--- src/pico16_pkg.sv ---
//--------------------
// shared types and constants of the pico16 core
// every RTL block imports this package
//--------------------
`default_nettype none

package pico16_pkg;

  // datapath geometry
  localparam int WORD_W    = 16;
  localparam int REG_IDX_W = 3;
  localparam int NUM_REGS  = 8;
  localparam int IMM_W     = 6;

  // fixed program addresses
  localparam logic [WORD_W-1:0] RESET_PC = 16'h0000;
  localparam logic [WORD_W-1:0] INTR_VEC = 16'h0010;
  localparam logic [WORD_W-1:0] NMI_VEC  = 16'h0020;

  // instruction opcodes, bits 15..12 of the instruction word
  typedef enum logic [3:0] {
    OP_NOP  = 4'h0,
    OP_LDI  = 4'h1,
    OP_ADD  = 4'h2,
    OP_SUB  = 4'h3,
    OP_AND  = 4'h4,
    OP_XOR  = 4'h5,
    OP_LD   = 4'h6,
    OP_ST   = 4'h7,
    OP_BEQZ = 4'h8,
    OP_JMP  = 4'h9,
    OP_EI   = 4'hA,
    OP_DI   = 4'hB,
    OP_HLT  = 4'hC,
    OP_IRET = 4'hD
  } opcode_e;

  // sequencer phases
  typedef enum logic [2:0] {
    PH_FETCH = 3'd0,
    PH_EXEC  = 3'd1,
    PH_MEM   = 3'd2,
    PH_HALT  = 3'd3,
    PH_IRQ   = 3'd4
  } phase_e;

  // ALU functions
  typedef enum logic [1:0] {
    ALU_ADD = 2'd0,
    ALU_SUB = 2'd1,
    ALU_AND = 2'd2,
    ALU_XOR = 2'd3
  } alu_op_e;

endpackage

`default_nettype wire

--- src/pico16_fetch.sv ---
//--------------------
// instruction sequencer: phase machine, pc and instruction register
// all state holds while the memory raises block_i
//--------------------
`timescale 1ns/1ns
`default_nettype none

module pico16_fetch
  import pico16_pkg::*;
(
  input  logic              clk,
  input  logic              rst,
  input  logic              block_i,
  input  logic [WORD_W-1:0] mem_dat_i,
  input  logic              take_irq_i,
  input  logic              take_nmi_i,
  input  logic              halt_i,
  input  logic              branch_taken_i,
  input  logic [WORD_W-1:0] branch_target_i,
  input  logic              is_mem_op_i,
  input  logic              is_hlt_i,
  input  logic              is_iret_i,
  input  logic [WORD_W-1:0] epc_i,
  output phase_e            phase_o,
  output logic [WORD_W-1:0] ir_o,
  output logic [WORD_W-1:0] pc_o,
  output logic [WORD_W-1:0] ret_pc_o
);

  phase_e            phase_q;
  phase_e            phase_d;
  logic [WORD_W-1:0] pc_q;
  logic [WORD_W-1:0] ir_q;
  logic [WORD_W-1:0] flow_pc;
  logic              nmi_entry_q;
  logic              take_any;

  assign take_any = take_irq_i | take_nmi_i;

  // where the program continues once the current instruction retires
  always_comb
  begin
    if (phase_q == PH_EXEC && branch_taken_i)
      flow_pc = branch_target_i;
    else if (phase_q == PH_EXEC && is_iret_i)
      flow_pc = epc_i;
    else
      flow_pc = pc_q;
  end

  always_comb
  begin
    phase_d = phase_q;
    case (phase_q)
      PH_FETCH: phase_d = PH_EXEC;
      PH_EXEC:
      begin
        if (is_mem_op_i)
          phase_d = PH_MEM;
        else if (is_hlt_i)
          phase_d = PH_HALT;
        else if (take_any)
          phase_d = PH_IRQ;
        else
          phase_d = PH_FETCH;
      end
      PH_MEM:  phase_d = take_any ? PH_IRQ : PH_FETCH;
      // halt without the latch set just falls through to fetch
      PH_HALT: phase_d = take_any ? PH_IRQ : (halt_i ? PH_HALT : PH_FETCH);
      PH_IRQ:  phase_d = PH_FETCH;
      default: phase_d = PH_FETCH;
    endcase
  end

  // parked in halt during reset so the first edge starts the fetch
  always_ff @(posedge clk or negedge rst)
  begin
    if (!rst)
    begin
      phase_q     <= PH_HALT;
      pc_q        <= RESET_PC;
      ir_q        <= '0;
      nmi_entry_q <= 1'b0;
    end
    else if (!block_i)
    begin
      phase_q <= phase_d;
      case (phase_q)
        PH_FETCH:
        begin
          ir_q <= mem_dat_i;
          pc_q <= pc_q + WORD_W'(1);
        end
        PH_IRQ:  pc_q <= nmi_entry_q ? NMI_VEC : INTR_VEC;
        default: pc_q <= flow_pc;
      endcase
      if (take_any)
        nmi_entry_q <= take_nmi_i;
    end
  end

  assign phase_o  = phase_q;
  assign ir_o     = ir_q;
  assign pc_o     = pc_q;
  assign ret_pc_o = flow_pc;

  // an accepted interrupt always moves the sequencer into PH_IRQ
  assert property (@(posedge clk) disable iff (!rst)
    take_any |-> phase_d == PH_IRQ);

endmodule

`default_nettype wire

--- src/pico16_decode.sv ---
//--------------------
// instruction decoder, purely combinational
// flags are only raised in the exec and mem phases
//--------------------
`timescale 1ns/1ns
`default_nettype none

module pico16_decode
  import pico16_pkg::*;
(
  input  logic [WORD_W-1:0]    ir_i,
  input  phase_e               phase_i,
  output opcode_e              op_o,
  output logic [REG_IDX_W-1:0] rd_o,
  output logic [REG_IDX_W-1:0] rs_o,
  output logic [WORD_W-1:0]    imm_o,
  output alu_op_e              alu_op_o,
  output logic                 is_mem_op_o,
  output logic                 is_hlt_o,
  output logic                 is_iret_o,
  output logic                 writes_reg_o
);

  logic [3:0]       opc_field;
  logic [IMM_W-1:0] imm_field;
  logic             in_exec;
  logic             in_mem;
  logic             is_alu;

  // opcode | rd | rs | imm
  assign opc_field = ir_i[15:12];
  assign rd_o      = ir_i[11:9];
  assign rs_o      = ir_i[8:6];
  assign imm_field = ir_i[IMM_W-1:0];
  assign imm_o     = {{(WORD_W-IMM_W){imm_field[IMM_W-1]}}, imm_field};

  // codes 14 and 15 are not defined
  always_comb
  begin
    case (opc_field)
      OP_NOP, OP_LDI, OP_ADD, OP_SUB, OP_AND, OP_XOR, OP_LD, OP_ST,
      OP_BEQZ, OP_JMP, OP_EI, OP_DI, OP_HLT, OP_IRET:
        op_o = opcode_e'(opc_field);
      default:
        op_o = OP_NOP;
    endcase
  end

  // address forming ops (LD, ST, JMP) use the adder
  always_comb
  begin
    case (op_o)
      OP_SUB:  alu_op_o = ALU_SUB;
      OP_AND:  alu_op_o = ALU_AND;
      OP_XOR:  alu_op_o = ALU_XOR;
      default: alu_op_o = ALU_ADD;
    endcase
  end

  assign in_exec = (phase_i == PH_EXEC);
  assign in_mem  = (phase_i == PH_MEM);
  assign is_alu  = (op_o == OP_ADD) || (op_o == OP_SUB) ||
                   (op_o == OP_AND) || (op_o == OP_XOR);

  assign is_mem_op_o = (in_exec || in_mem) && (op_o == OP_LD || op_o == OP_ST);
  assign is_hlt_o    = (in_exec || in_mem) && (op_o == OP_HLT);
  assign is_iret_o   = (in_exec || in_mem) && (op_o == OP_IRET);

  // loads write back in the mem phase, the rest in exec
  assign writes_reg_o = (in_exec && (is_alu || op_o == OP_LDI)) ||
                        (in_mem && op_o == OP_LD);

endmodule

`default_nettype wire

--- src/pico16_execute.sv ---
//--------------------
// register file, ALU, branch evaluation and interrupt flag
// writes arrive from the result block already stall qualified
//--------------------
`timescale 1ns/1ns
`default_nettype none

module pico16_execute
  import pico16_pkg::*;
(
  input  logic                 clk,
  input  logic                 rst,
  input  opcode_e              op_i,
  input  logic [REG_IDX_W-1:0] rd_i,
  input  logic [REG_IDX_W-1:0] rs_i,
  input  logic [WORD_W-1:0]    imm_i,
  input  alu_op_e              alu_op_i,
  input  phase_e               phase_i,
  input  logic [WORD_W-1:0]    pc_i,
  input  logic                 wr_en_i,
  input  logic [REG_IDX_W-1:0] wr_idx_i,
  input  logic [WORD_W-1:0]    wr_data_i,
  input  logic                 ifl_set_i,
  input  logic                 ifl_clr_i,
  output logic [WORD_W-1:0]    rd_val_o,
  output logic [WORD_W-1:0]    rs_val_o,
  output logic [WORD_W-1:0]    alu_o,
  output logic                 zero_o,
  output logic                 branch_taken_o,
  output logic [WORD_W-1:0]    branch_target_o,
  output logic                 ifl_o
);

  logic [WORD_W-1:0] regs [NUM_REGS];
  logic [WORD_W-1:0] opa;
  logic [WORD_W-1:0] opb;
  logic              addr_form;
  logic              ifl_q;

  // r0 is an ordinary register
  always_ff @(posedge clk or negedge rst)
  begin
    if (!rst)
    begin
      for (int i = 0; i < NUM_REGS; i++)
        regs[i] <= '0;
    end
    else if (wr_en_i)
      regs[wr_idx_i] <= wr_data_i;
  end

  assign rd_val_o = regs[rd_i];
  assign rs_val_o = regs[rs_i];

  // LD, ST and JMP compute rs + imm on the same adder
  assign addr_form = (op_i == OP_LD) || (op_i == OP_ST) || (op_i == OP_JMP);
  assign opa       = addr_form ? rs_val_o : rd_val_o;
  assign opb       = addr_form ? imm_i : rs_val_o;

  always_comb
  begin
    case (alu_op_i)
      ALU_ADD: alu_o = opa + opb;
      ALU_SUB: alu_o = opa - opb;
      ALU_AND: alu_o = opa & opb;
      default: alu_o = opa ^ opb;
    endcase
  end

  assign zero_o = (rd_val_o == '0);

  // pc already points past the branch when this is evaluated
  assign branch_taken_o  = (phase_i == PH_EXEC) &&
                           ((op_i == OP_BEQZ && zero_o) || op_i == OP_JMP);
  assign branch_target_o = (op_i == OP_JMP) ? alu_o : pc_i + imm_i;

  // interrupt enable
  always_ff @(posedge clk or negedge rst)
  begin
    if (!rst)
      ifl_q <= 1'b0;
    else if (ifl_clr_i)
      ifl_q <= 1'b0;
    else if (ifl_set_i)
      ifl_q <= 1'b1;
  end

  assign ifl_o = ifl_q;

endmodule

`default_nettype wire

--- src/pico16_result.sv ---
//--------------------
// load/store staging for the mem phase and register writeback select
//--------------------
`timescale 1ns/1ns
`default_nettype none

module pico16_result
  import pico16_pkg::*;
(
  input  logic                 clk,
  input  logic                 rst,
  input  phase_e               phase_i,
  input  logic                 block_i,
  input  opcode_e              op_i,
  input  logic                 writes_reg_i,
  input  logic [REG_IDX_W-1:0] rd_i,
  input  logic [WORD_W-1:0]    alu_i,
  input  logic [WORD_W-1:0]    rd_val_i,
  input  logic [WORD_W-1:0]    rs_val_i,
  input  logic [WORD_W-1:0]    imm_i,
  input  logic [WORD_W-1:0]    mem_dat_i,
  output logic [WORD_W-1:0]    mem_adr_o,
  output logic [WORD_W-1:0]    mem_dat_o,
  output logic                 mem_we_o,
  output logic                 wr_en_o,
  output logic [REG_IDX_W-1:0] wr_idx_o,
  output logic [WORD_W-1:0]    wr_data_o
);

  logic [WORD_W-1:0] adr_q;
  logic [WORD_W-1:0] dat_q;
  logic              we_q;
  logic              stage;

  assign stage = !block_i && (phase_i == PH_EXEC);

  // address and store data captured at the end of exec
  always_ff @(posedge clk)
  begin
    if (stage)
    begin
      adr_q <= alu_i;
      dat_q <= rd_val_i;
    end
  end

  always_ff @(posedge clk or negedge rst)
  begin
    if (!rst)
      we_q <= 1'b0;
    else if (stage)
      we_q <= (op_i == OP_ST);
    else if (!block_i && phase_i == PH_MEM)
      we_q <= 1'b0;
  end

  assign mem_adr_o = adr_q;
  assign mem_dat_o = dat_q;
  assign mem_we_o  = we_q;

  assign wr_en_o   = writes_reg_i && !block_i;
  assign wr_idx_o  = rd_i;
  assign wr_data_o = (phase_i == PH_MEM) ? mem_dat_i :
                     (op_i == OP_LDI) ? imm_i : alu_i;

  assert property (@(posedge clk) disable iff (!rst)
    $rose(mem_we_o) |-> phase_i == PH_MEM && op_i == OP_ST);

  // execute's adder must hand over rs + imm for memory ops
  assert property (@(posedge clk) disable iff (!rst)
    stage && (op_i == OP_LD || op_i == OP_ST) |-> alu_i == rs_val_i + imm_i);

endmodule

`default_nettype wire

--- src/pico16_irq.sv ---
//--------------------
// nmi edge capture, halt latch, arbitration and acknowledge pulses
//--------------------
`timescale 1ns/1ns
`default_nettype none

module pico16_irq
  import pico16_pkg::*;
(
  input  logic   clk,
  input  logic   rst,
  input  logic   nmi_i,
  input  logic   intr_i,
  input  logic   ifl_i,
  input  phase_e phase_i,
  input  logic   at_boundary_i,
  input  logic   is_hlt_i,
  output logic   take_irq_o,
  output logic   take_nmi_o,
  output logic   halt_o,
  output logic   inta_o,
  output logic   nmia_o
);

  logic nmi_old_q;
  logic nmi_pend_q;
  logic halt_q;
  logic inta_q;
  logic nmia_q;

  // nmi wins over intr, which also needs the enable flag
  assign take_nmi_o = at_boundary_i && nmi_pend_q;
  assign take_irq_o = at_boundary_i && intr_i && ifl_i && !nmi_pend_q;

  always_ff @(posedge clk or negedge rst)
  begin
    if (!rst)
    begin
      nmi_old_q  <= 1'b0;
      nmi_pend_q <= 1'b0;
      halt_q     <= 1'b0;
      inta_q     <= 1'b0;
      nmia_q     <= 1'b0;
    end
    else
    begin
      nmi_old_q <= nmi_i;
      // a level held high only arms once
      if (nmi_i && !nmi_old_q)
        nmi_pend_q <= 1'b1;
      else if (nmia_q)
        nmi_pend_q <= 1'b0;

      if (take_irq_o || take_nmi_o)
        halt_q <= 1'b0;
      else if (is_hlt_i && phase_i == PH_EXEC)
        halt_q <= 1'b1;

      // acks land in the entry cycle
      inta_q <= take_irq_o;
      nmia_q <= take_nmi_o;
    end
  end

  assign halt_o = halt_q;
  assign inta_o = inta_q;
  assign nmia_o = nmia_q;

  assert property (@(posedge clk) disable iff (!rst)
    (inta_o || nmia_o) |-> phase_i == PH_IRQ);

  assert property (@(posedge clk) disable iff (!rst)
    (inta_o || nmia_o) |=> !(inta_o || nmia_o));

endmodule

`default_nettype wire

--- src/pico16_core.sv ---
//--------------------
// pico16 top: sequencer, datapath and interrupt logic on one memory bus
//--------------------
`timescale 1ns/1ns
`default_nettype none

module pico16_core
  import pico16_pkg::*;
(
  input  logic              clk,
  input  logic              rst,
  input  logic [WORD_W-1:0] mem_dat_i,
  input  logic              block_i,
  input  logic              intr_i,
  input  logic              nmi_i,
  output logic [WORD_W-1:0] mem_adr_o,
  output logic [WORD_W-1:0] mem_dat_o,
  output logic              mem_we_o,
  output logic              mem_req_o,
  output logic              inta_o,
  output logic              nmia_o
);

  phase_e               phase;
  opcode_e              op;
  alu_op_e              alu_op;
  logic [WORD_W-1:0]    ir;
  logic [WORD_W-1:0]    pc;
  logic [WORD_W-1:0]    ret_pc;
  logic [WORD_W-1:0]    epc;
  logic [WORD_W-1:0]    imm;
  logic [WORD_W-1:0]    rd_val;
  logic [WORD_W-1:0]    rs_val;
  logic [WORD_W-1:0]    alu;
  logic [WORD_W-1:0]    branch_target;
  logic [WORD_W-1:0]    wr_data;
  logic [WORD_W-1:0]    res_adr;
  logic [REG_IDX_W-1:0] rd;
  logic [REG_IDX_W-1:0] rs;
  logic [REG_IDX_W-1:0] wr_idx;
  logic                 is_mem_op;
  logic                 is_hlt;
  logic                 is_iret;
  logic                 writes_reg;
  logic                 zero;
  logic                 branch_taken;
  logic                 ifl;
  logic                 ifl_set;
  logic                 ifl_clr;
  logic                 wr_en;
  logic                 take_irq;
  logic                 take_nmi;
  logic                 halt;
  logic                 at_boundary;

  pico16_fetch u_fetch (
    .clk(clk), .rst(rst), .block_i(block_i), .mem_dat_i(mem_dat_i),
    .take_irq_i(take_irq), .take_nmi_i(take_nmi), .halt_i(halt),
    .branch_taken_i(branch_taken), .branch_target_i(branch_target),
    .is_mem_op_i(is_mem_op), .is_hlt_i(is_hlt), .is_iret_i(is_iret), .epc_i(epc),
    .phase_o(phase), .ir_o(ir), .pc_o(pc), .ret_pc_o(ret_pc)
  );

  pico16_decode u_decode (
    .ir_i(ir), .phase_i(phase), .op_o(op), .rd_o(rd), .rs_o(rs), .imm_o(imm),
    .alu_op_o(alu_op), .is_mem_op_o(is_mem_op), .is_hlt_o(is_hlt),
    .is_iret_o(is_iret), .writes_reg_o(writes_reg)
  );

  pico16_execute u_execute (
    .clk(clk), .rst(rst), .op_i(op), .rd_i(rd), .rs_i(rs), .imm_i(imm),
    .alu_op_i(alu_op), .phase_i(phase), .pc_i(pc), .wr_en_i(wr_en),
    .wr_idx_i(wr_idx), .wr_data_i(wr_data), .ifl_set_i(ifl_set), .ifl_clr_i(ifl_clr),
    .rd_val_o(rd_val), .rs_val_o(rs_val), .alu_o(alu), .zero_o(zero),
    .branch_taken_o(branch_taken), .branch_target_o(branch_target), .ifl_o(ifl)
  );

  pico16_result u_result (
    .clk(clk), .rst(rst), .phase_i(phase), .block_i(block_i), .op_i(op),
    .writes_reg_i(writes_reg), .rd_i(rd), .alu_i(alu), .rd_val_i(rd_val),
    .rs_val_i(rs_val), .imm_i(imm), .mem_dat_i(mem_dat_i), .mem_adr_o(res_adr),
    .mem_dat_o(mem_dat_o), .mem_we_o(mem_we_o), .wr_en_o(wr_en), .wr_idx_o(wr_idx),
    .wr_data_o(wr_data)
  );

  pico16_irq u_irq (
    .clk(clk), .rst(rst), .nmi_i(nmi_i), .intr_i(intr_i), .ifl_i(ifl),
    .phase_i(phase), .at_boundary_i(at_boundary), .is_hlt_i(is_hlt),
    .take_irq_o(take_irq), .take_nmi_o(take_nmi), .halt_o(halt),
    .inta_o(inta_o), .nmia_o(nmia_o)
  );

  // instruction boundaries, never while the bus is stalled
  assign at_boundary = !block_i &&
                       ((phase == PH_EXEC && !is_mem_op && !is_hlt) ||
                        phase == PH_MEM || phase == PH_HALT);

  assign ifl_set = !block_i && phase == PH_EXEC && (op == OP_EI || is_iret);
  assign ifl_clr = !block_i && ((phase == PH_EXEC && op == OP_DI) || phase == PH_IRQ);

  // return address saved on interrupt entry
  always_ff @(posedge clk or negedge rst)
  begin
    if (!rst)
      epc <= RESET_PC;
    else if (take_irq || take_nmi)
      epc <= ret_pc;
  end

  assign mem_adr_o = (phase == PH_MEM) ? res_adr : pc;
  assign mem_req_o = (phase == PH_FETCH) || (phase == PH_MEM);

  // a held request keeps the bus frozen until the memory lets go
  assert property (@(posedge clk) disable iff (!rst)
    mem_req_o && block_i |=> mem_req_o && $stable(mem_adr_o) && $stable(mem_we_o) &&
                             (!mem_we_o || $stable(mem_dat_o)));

  assert property (@(posedge clk) disable iff (!rst)
    phase == PH_EXEC && op == OP_BEQZ && zero && !block_i |=> pc == $past(branch_target));

endmodule

`default_nettype wire

--- config.mk ---
export PLATFORM = sky130hd
export DESIGN_NAME = pico16_core
export DESIGN_NICKNAME = d
export VERILOG_FILES = /design/src/pico16_pkg.sv /design/src/pico16_fetch.sv /design/src/pico16_decode.sv /design/src/pico16_execute.sv /design/src/pico16_result.sv /design/src/pico16_irq.sv /design/src/pico16_core.sv
export SDC_FILE = /design/constraint.sdc
export NUM_CORES = 1
export LEC_CHECK = 0
export BUFFER_PORTS_ARGS = -buffer_cell sky130_fd_sc_hd__buf_2
export CAP_MARGIN = 30
export CORE_ASPECT_RATIO = 1.2
export CORE_MARGIN = 2
export CORE_UTILIZATION = 30
export DETAILED_ROUTE_END_ITERATION = 8
export RECOVER_POWER = 100
export SYNTH_ARGS = -nofsm -noshare
export SYNTH_HDL_FRONTEND = slang
export SYNTH_HIERARCHICAL = 1
export SYNTH_SLANG_ARGS = --single-unit
--- constraint.sdc ---
create_clock -name clk -period 12.9 [get_ports clk]
set_input_delay 1.29 -clock clk [delete_from_list [all_inputs] [get_ports clk]]
set_output_delay 1.29 -clock clk [all_outputs]
set_load 0.1 [all_outputs]
==> reports/metrics.yaml <==
dp_hpwl_um: 29020
period_needed_ns: 8.082
top_layer: "met4"
grt_pass1_vias: 11050
layout_setup_ws_ns: 4.818
hold_depth: 1
nets: 1445
maxCapViolations: 7
failed_checks: "max-capacitance violations, max-slew violations"
grt_pass1_wl_um: 64110
cts_made_buffers: 23
outcome: "finished with violations"
finClkSkew_ns: 0.01169
overflow: 0
dieArea_sq_um: 50880
grt_max_degree: 72
drtPass1Iterations: 5
slowest_stage: "clkbuf_1"
die_w_um: 206.3
drive_above_1_share_pct: 24.30
port_buffers: 56
cts_buffer_depth: 3
ant_nets: 0
route.met3.wl_um: 1642
place_congestion: 0.8816
drt_iter0_drc: 807
post-route-period-util_pct: 62.65
antenna_found_initial: 0
totalWireLength_um: 40860
pre_cts_slack_ns: 6.019
cts_tree: "built"
viasPerCell: 5.398
die_y_um: 246.7
worstPathCellList: "a21boi_0 > nand4bb_1 > clkbuf_1 > nand2_1 > nand2_1 > o2111ai_1 > or4_1 > o41ai_1 > xor2_1 > ha_1 > or3_1 > o21ai_0 > a21oi_1 > a31o_2 > a21o_1 > a21oi_1 > xnor2_1 > o21ai_0 > mux2i_1 > a21oi_1 > mux2_2"
hold_path_class: "flop to flop"
vias: 10910
rsz0062_at_grt: "no"
num_rows: 88
r2r_cells: 21
netlist_area_sq_um: 14730
critPathKind: "flop to flop"
crit_required_ns: 13.36
cts_setup_buffers: 0
r2r-end: "u_execute/regs[15]$_DFFE_PN0P_"
core-area_sq_um: 48340
hold_violations: 0
start_util_pct: 30.47
met2_length_um: 20760
h-tree-depth: 1
synthCells: 1369
finalMaxSlewViolations: 246
max_stage_delay_ns: 0.99
crit_fanout: 33
tightest_slew_ns: 3.742
boundaryPins: 57
slew_headroom_pct: -149.4
wirelength_met1_um: 16890
cpMostUsedCell: "a21oi_1"
wl_per_cell_um: 20.22
cp_data_arrival_time_ns: 8.55
cp-start-kind: "flop"
clock_latency_ns: 0.53
ctsResizeCount: 0
grt.total_usage_pct: 16.12
reg2reg_from: "u_fetch/ir_o[14]$_DFFE_PN0P_"
clockRootBuffer: "clkbuf_16"
cts.sinks: 219
area_growth_pct: 9.889
nFillCells: 4836
clk_pin_slew_ns: 0.06
drc: 0
clock.fmax_mhz: 123.7
setup_viol: 0
regToRegSetupSlack_ns: 4.82
multi_input_area_sq_um: 8389
yosysWarnings: 6
timing.hold.ws_ns: 0.4531
min_to: "u_irq/nmi_pend_q$_DFFE_PN0P_"
crit_path_end_kind: "flop"
regArea_sq_um: 5647
n_antenna_cell: 0
synth_nets: 1439
ctsHoldBuffers: 0
finalSetupTns_ns: 0
syn_area_per_cell_sq_um: 10.76
hold_path.startpoint: "u_irq/nmi_old_q$_DFF_PN0_"
==> final cells by class <==
cell class | count | share of cell area, %
multi-input cells | 1011 | 51.84
flip-flops and latches | 219 | 34.89
well taps | 630 | 4.871
clock buffers | 37 | 4.508
repair buffers | 87 | 2.807
inverters | 33 | 0.7654
clock inverters | 4 | 0.3170
==> worst max-delay path by stage <==
stage	start	end	slack [ns]	cells past startpoint
6_report	u_fetch/ir_o[14]$_DFFE_PN0P_	u_execute/regs[15]$_DFFE_PN0P_	4.82	21
5_1_grt	u_fetch/ir_o[13]$_DFFE_PN0P_	u_execute/regs[95]$_DFFE_PN0P_	4.09	22
4_1_cts	u_fetch/ir_o[14]$_DFFE_PN0P_	u_execute/regs[63]$_DFFE_PN0P_	5.96	21
3_5_place_dp	u_fetch/ir_o[14]$_DFFE_PN0P_	u_execute/regs[15]$_DFFE_PN0P_	6.02	21
3_3_place_gp	u_fetch/ir_o[14]$_DFFE_PN0P_	u_execute/regs[95]$_DFFE_PN0P_	6.12	21
2_1_floorplan	block_i	u_result/mem_we_o$_DFFE_PN0P_	7.41	2
==> metrics by stage <==
step | std cells | area, sq um | util [%]
3_3_place_gp | 1978 | 15480 | 32.02
4_1_cts | 2020 | 16280 | 33.69
6_report | 2021 | 16180 | 33.48
5_1_grt | 2021 | 16180 | 33.48
3_5_place_dp | 1979 | 15500 | 32.07
2_1_floorplan | 1369 | 14730 | -
==> cell usage in the layout, fill, tap and decap left out, drive strengths merged, types with 6 or more instances in the layout <==
cell / count
a21o: 9
a21oi: 64
o211ai: 7
nor3: 20
clkbuf: 73
a221o: 6
nand3: 20
mux2: 194
mux4: 46
ha: 47
inv: 34
xnor2: 23
o21ai: 43
a22oi: 6
a21boi: 6
xor2: 20
nand2: 134
dfrtp: 185
o22ai: 7
o221ai: 8
or3: 7
edfxtp: 32
o21a: 8
a31oi: 17
nor4: 15
and2: 8
nand4: 7
nor2: 96
a211o: 8
mux2i: 62
nand2b: 19
nor3b: 6
a211oi: 6
buf: 51
nor2b: 14
==> critical path, delay by kind of cell, from the launching register on <==
| kind | cells | cell delay (ns) |
|---|---|---|
| buffers and inverters | 1 | 0.99 |
| DFF | 1 | 0.52 |
| muxes | 2 | 0.37 |
| xor gates and xnor gates | 2 | 0.28 |
| and+or+nand+nor | 5 | 2.53 |
| AOI/OAI and AO/OA | 10 | 2.99 |
| adders and majority gates | 1 | 0.30 |
==> routing by layer <==
layer / GRT usage [%] / vias up
met3: 1.555 / 85
met4: 6.324 / 0
li1: - / 5047
met1: 19.97 / 5511
met2: 28.67 / 266
met5: 0 / -
==> flip-flops by register name (all words and copies together) (netlist names) <==
register and flops:
u_execute/ifl_o 1, u_fetch/ir_o 16, u_result/mem_adr_o 16, u_result/mem_we_o 1, u_irq/inta_o 1, u_irq/nmia_o 1, u_result/mem_dat_o 16, u_fetch/nmi_entry_q 1
u_execute/regs 128, u_irq/nmi_pend_q 1, u_irq/nmi_old_q 1, u_irq/halt_o 1, u_fetch/phase_o 3, u_fetch/pc_o 16, epc 16
Power is not shown: default switching activity piles up to over one toggle a cycle in this logic, so the estimate is an artifact.
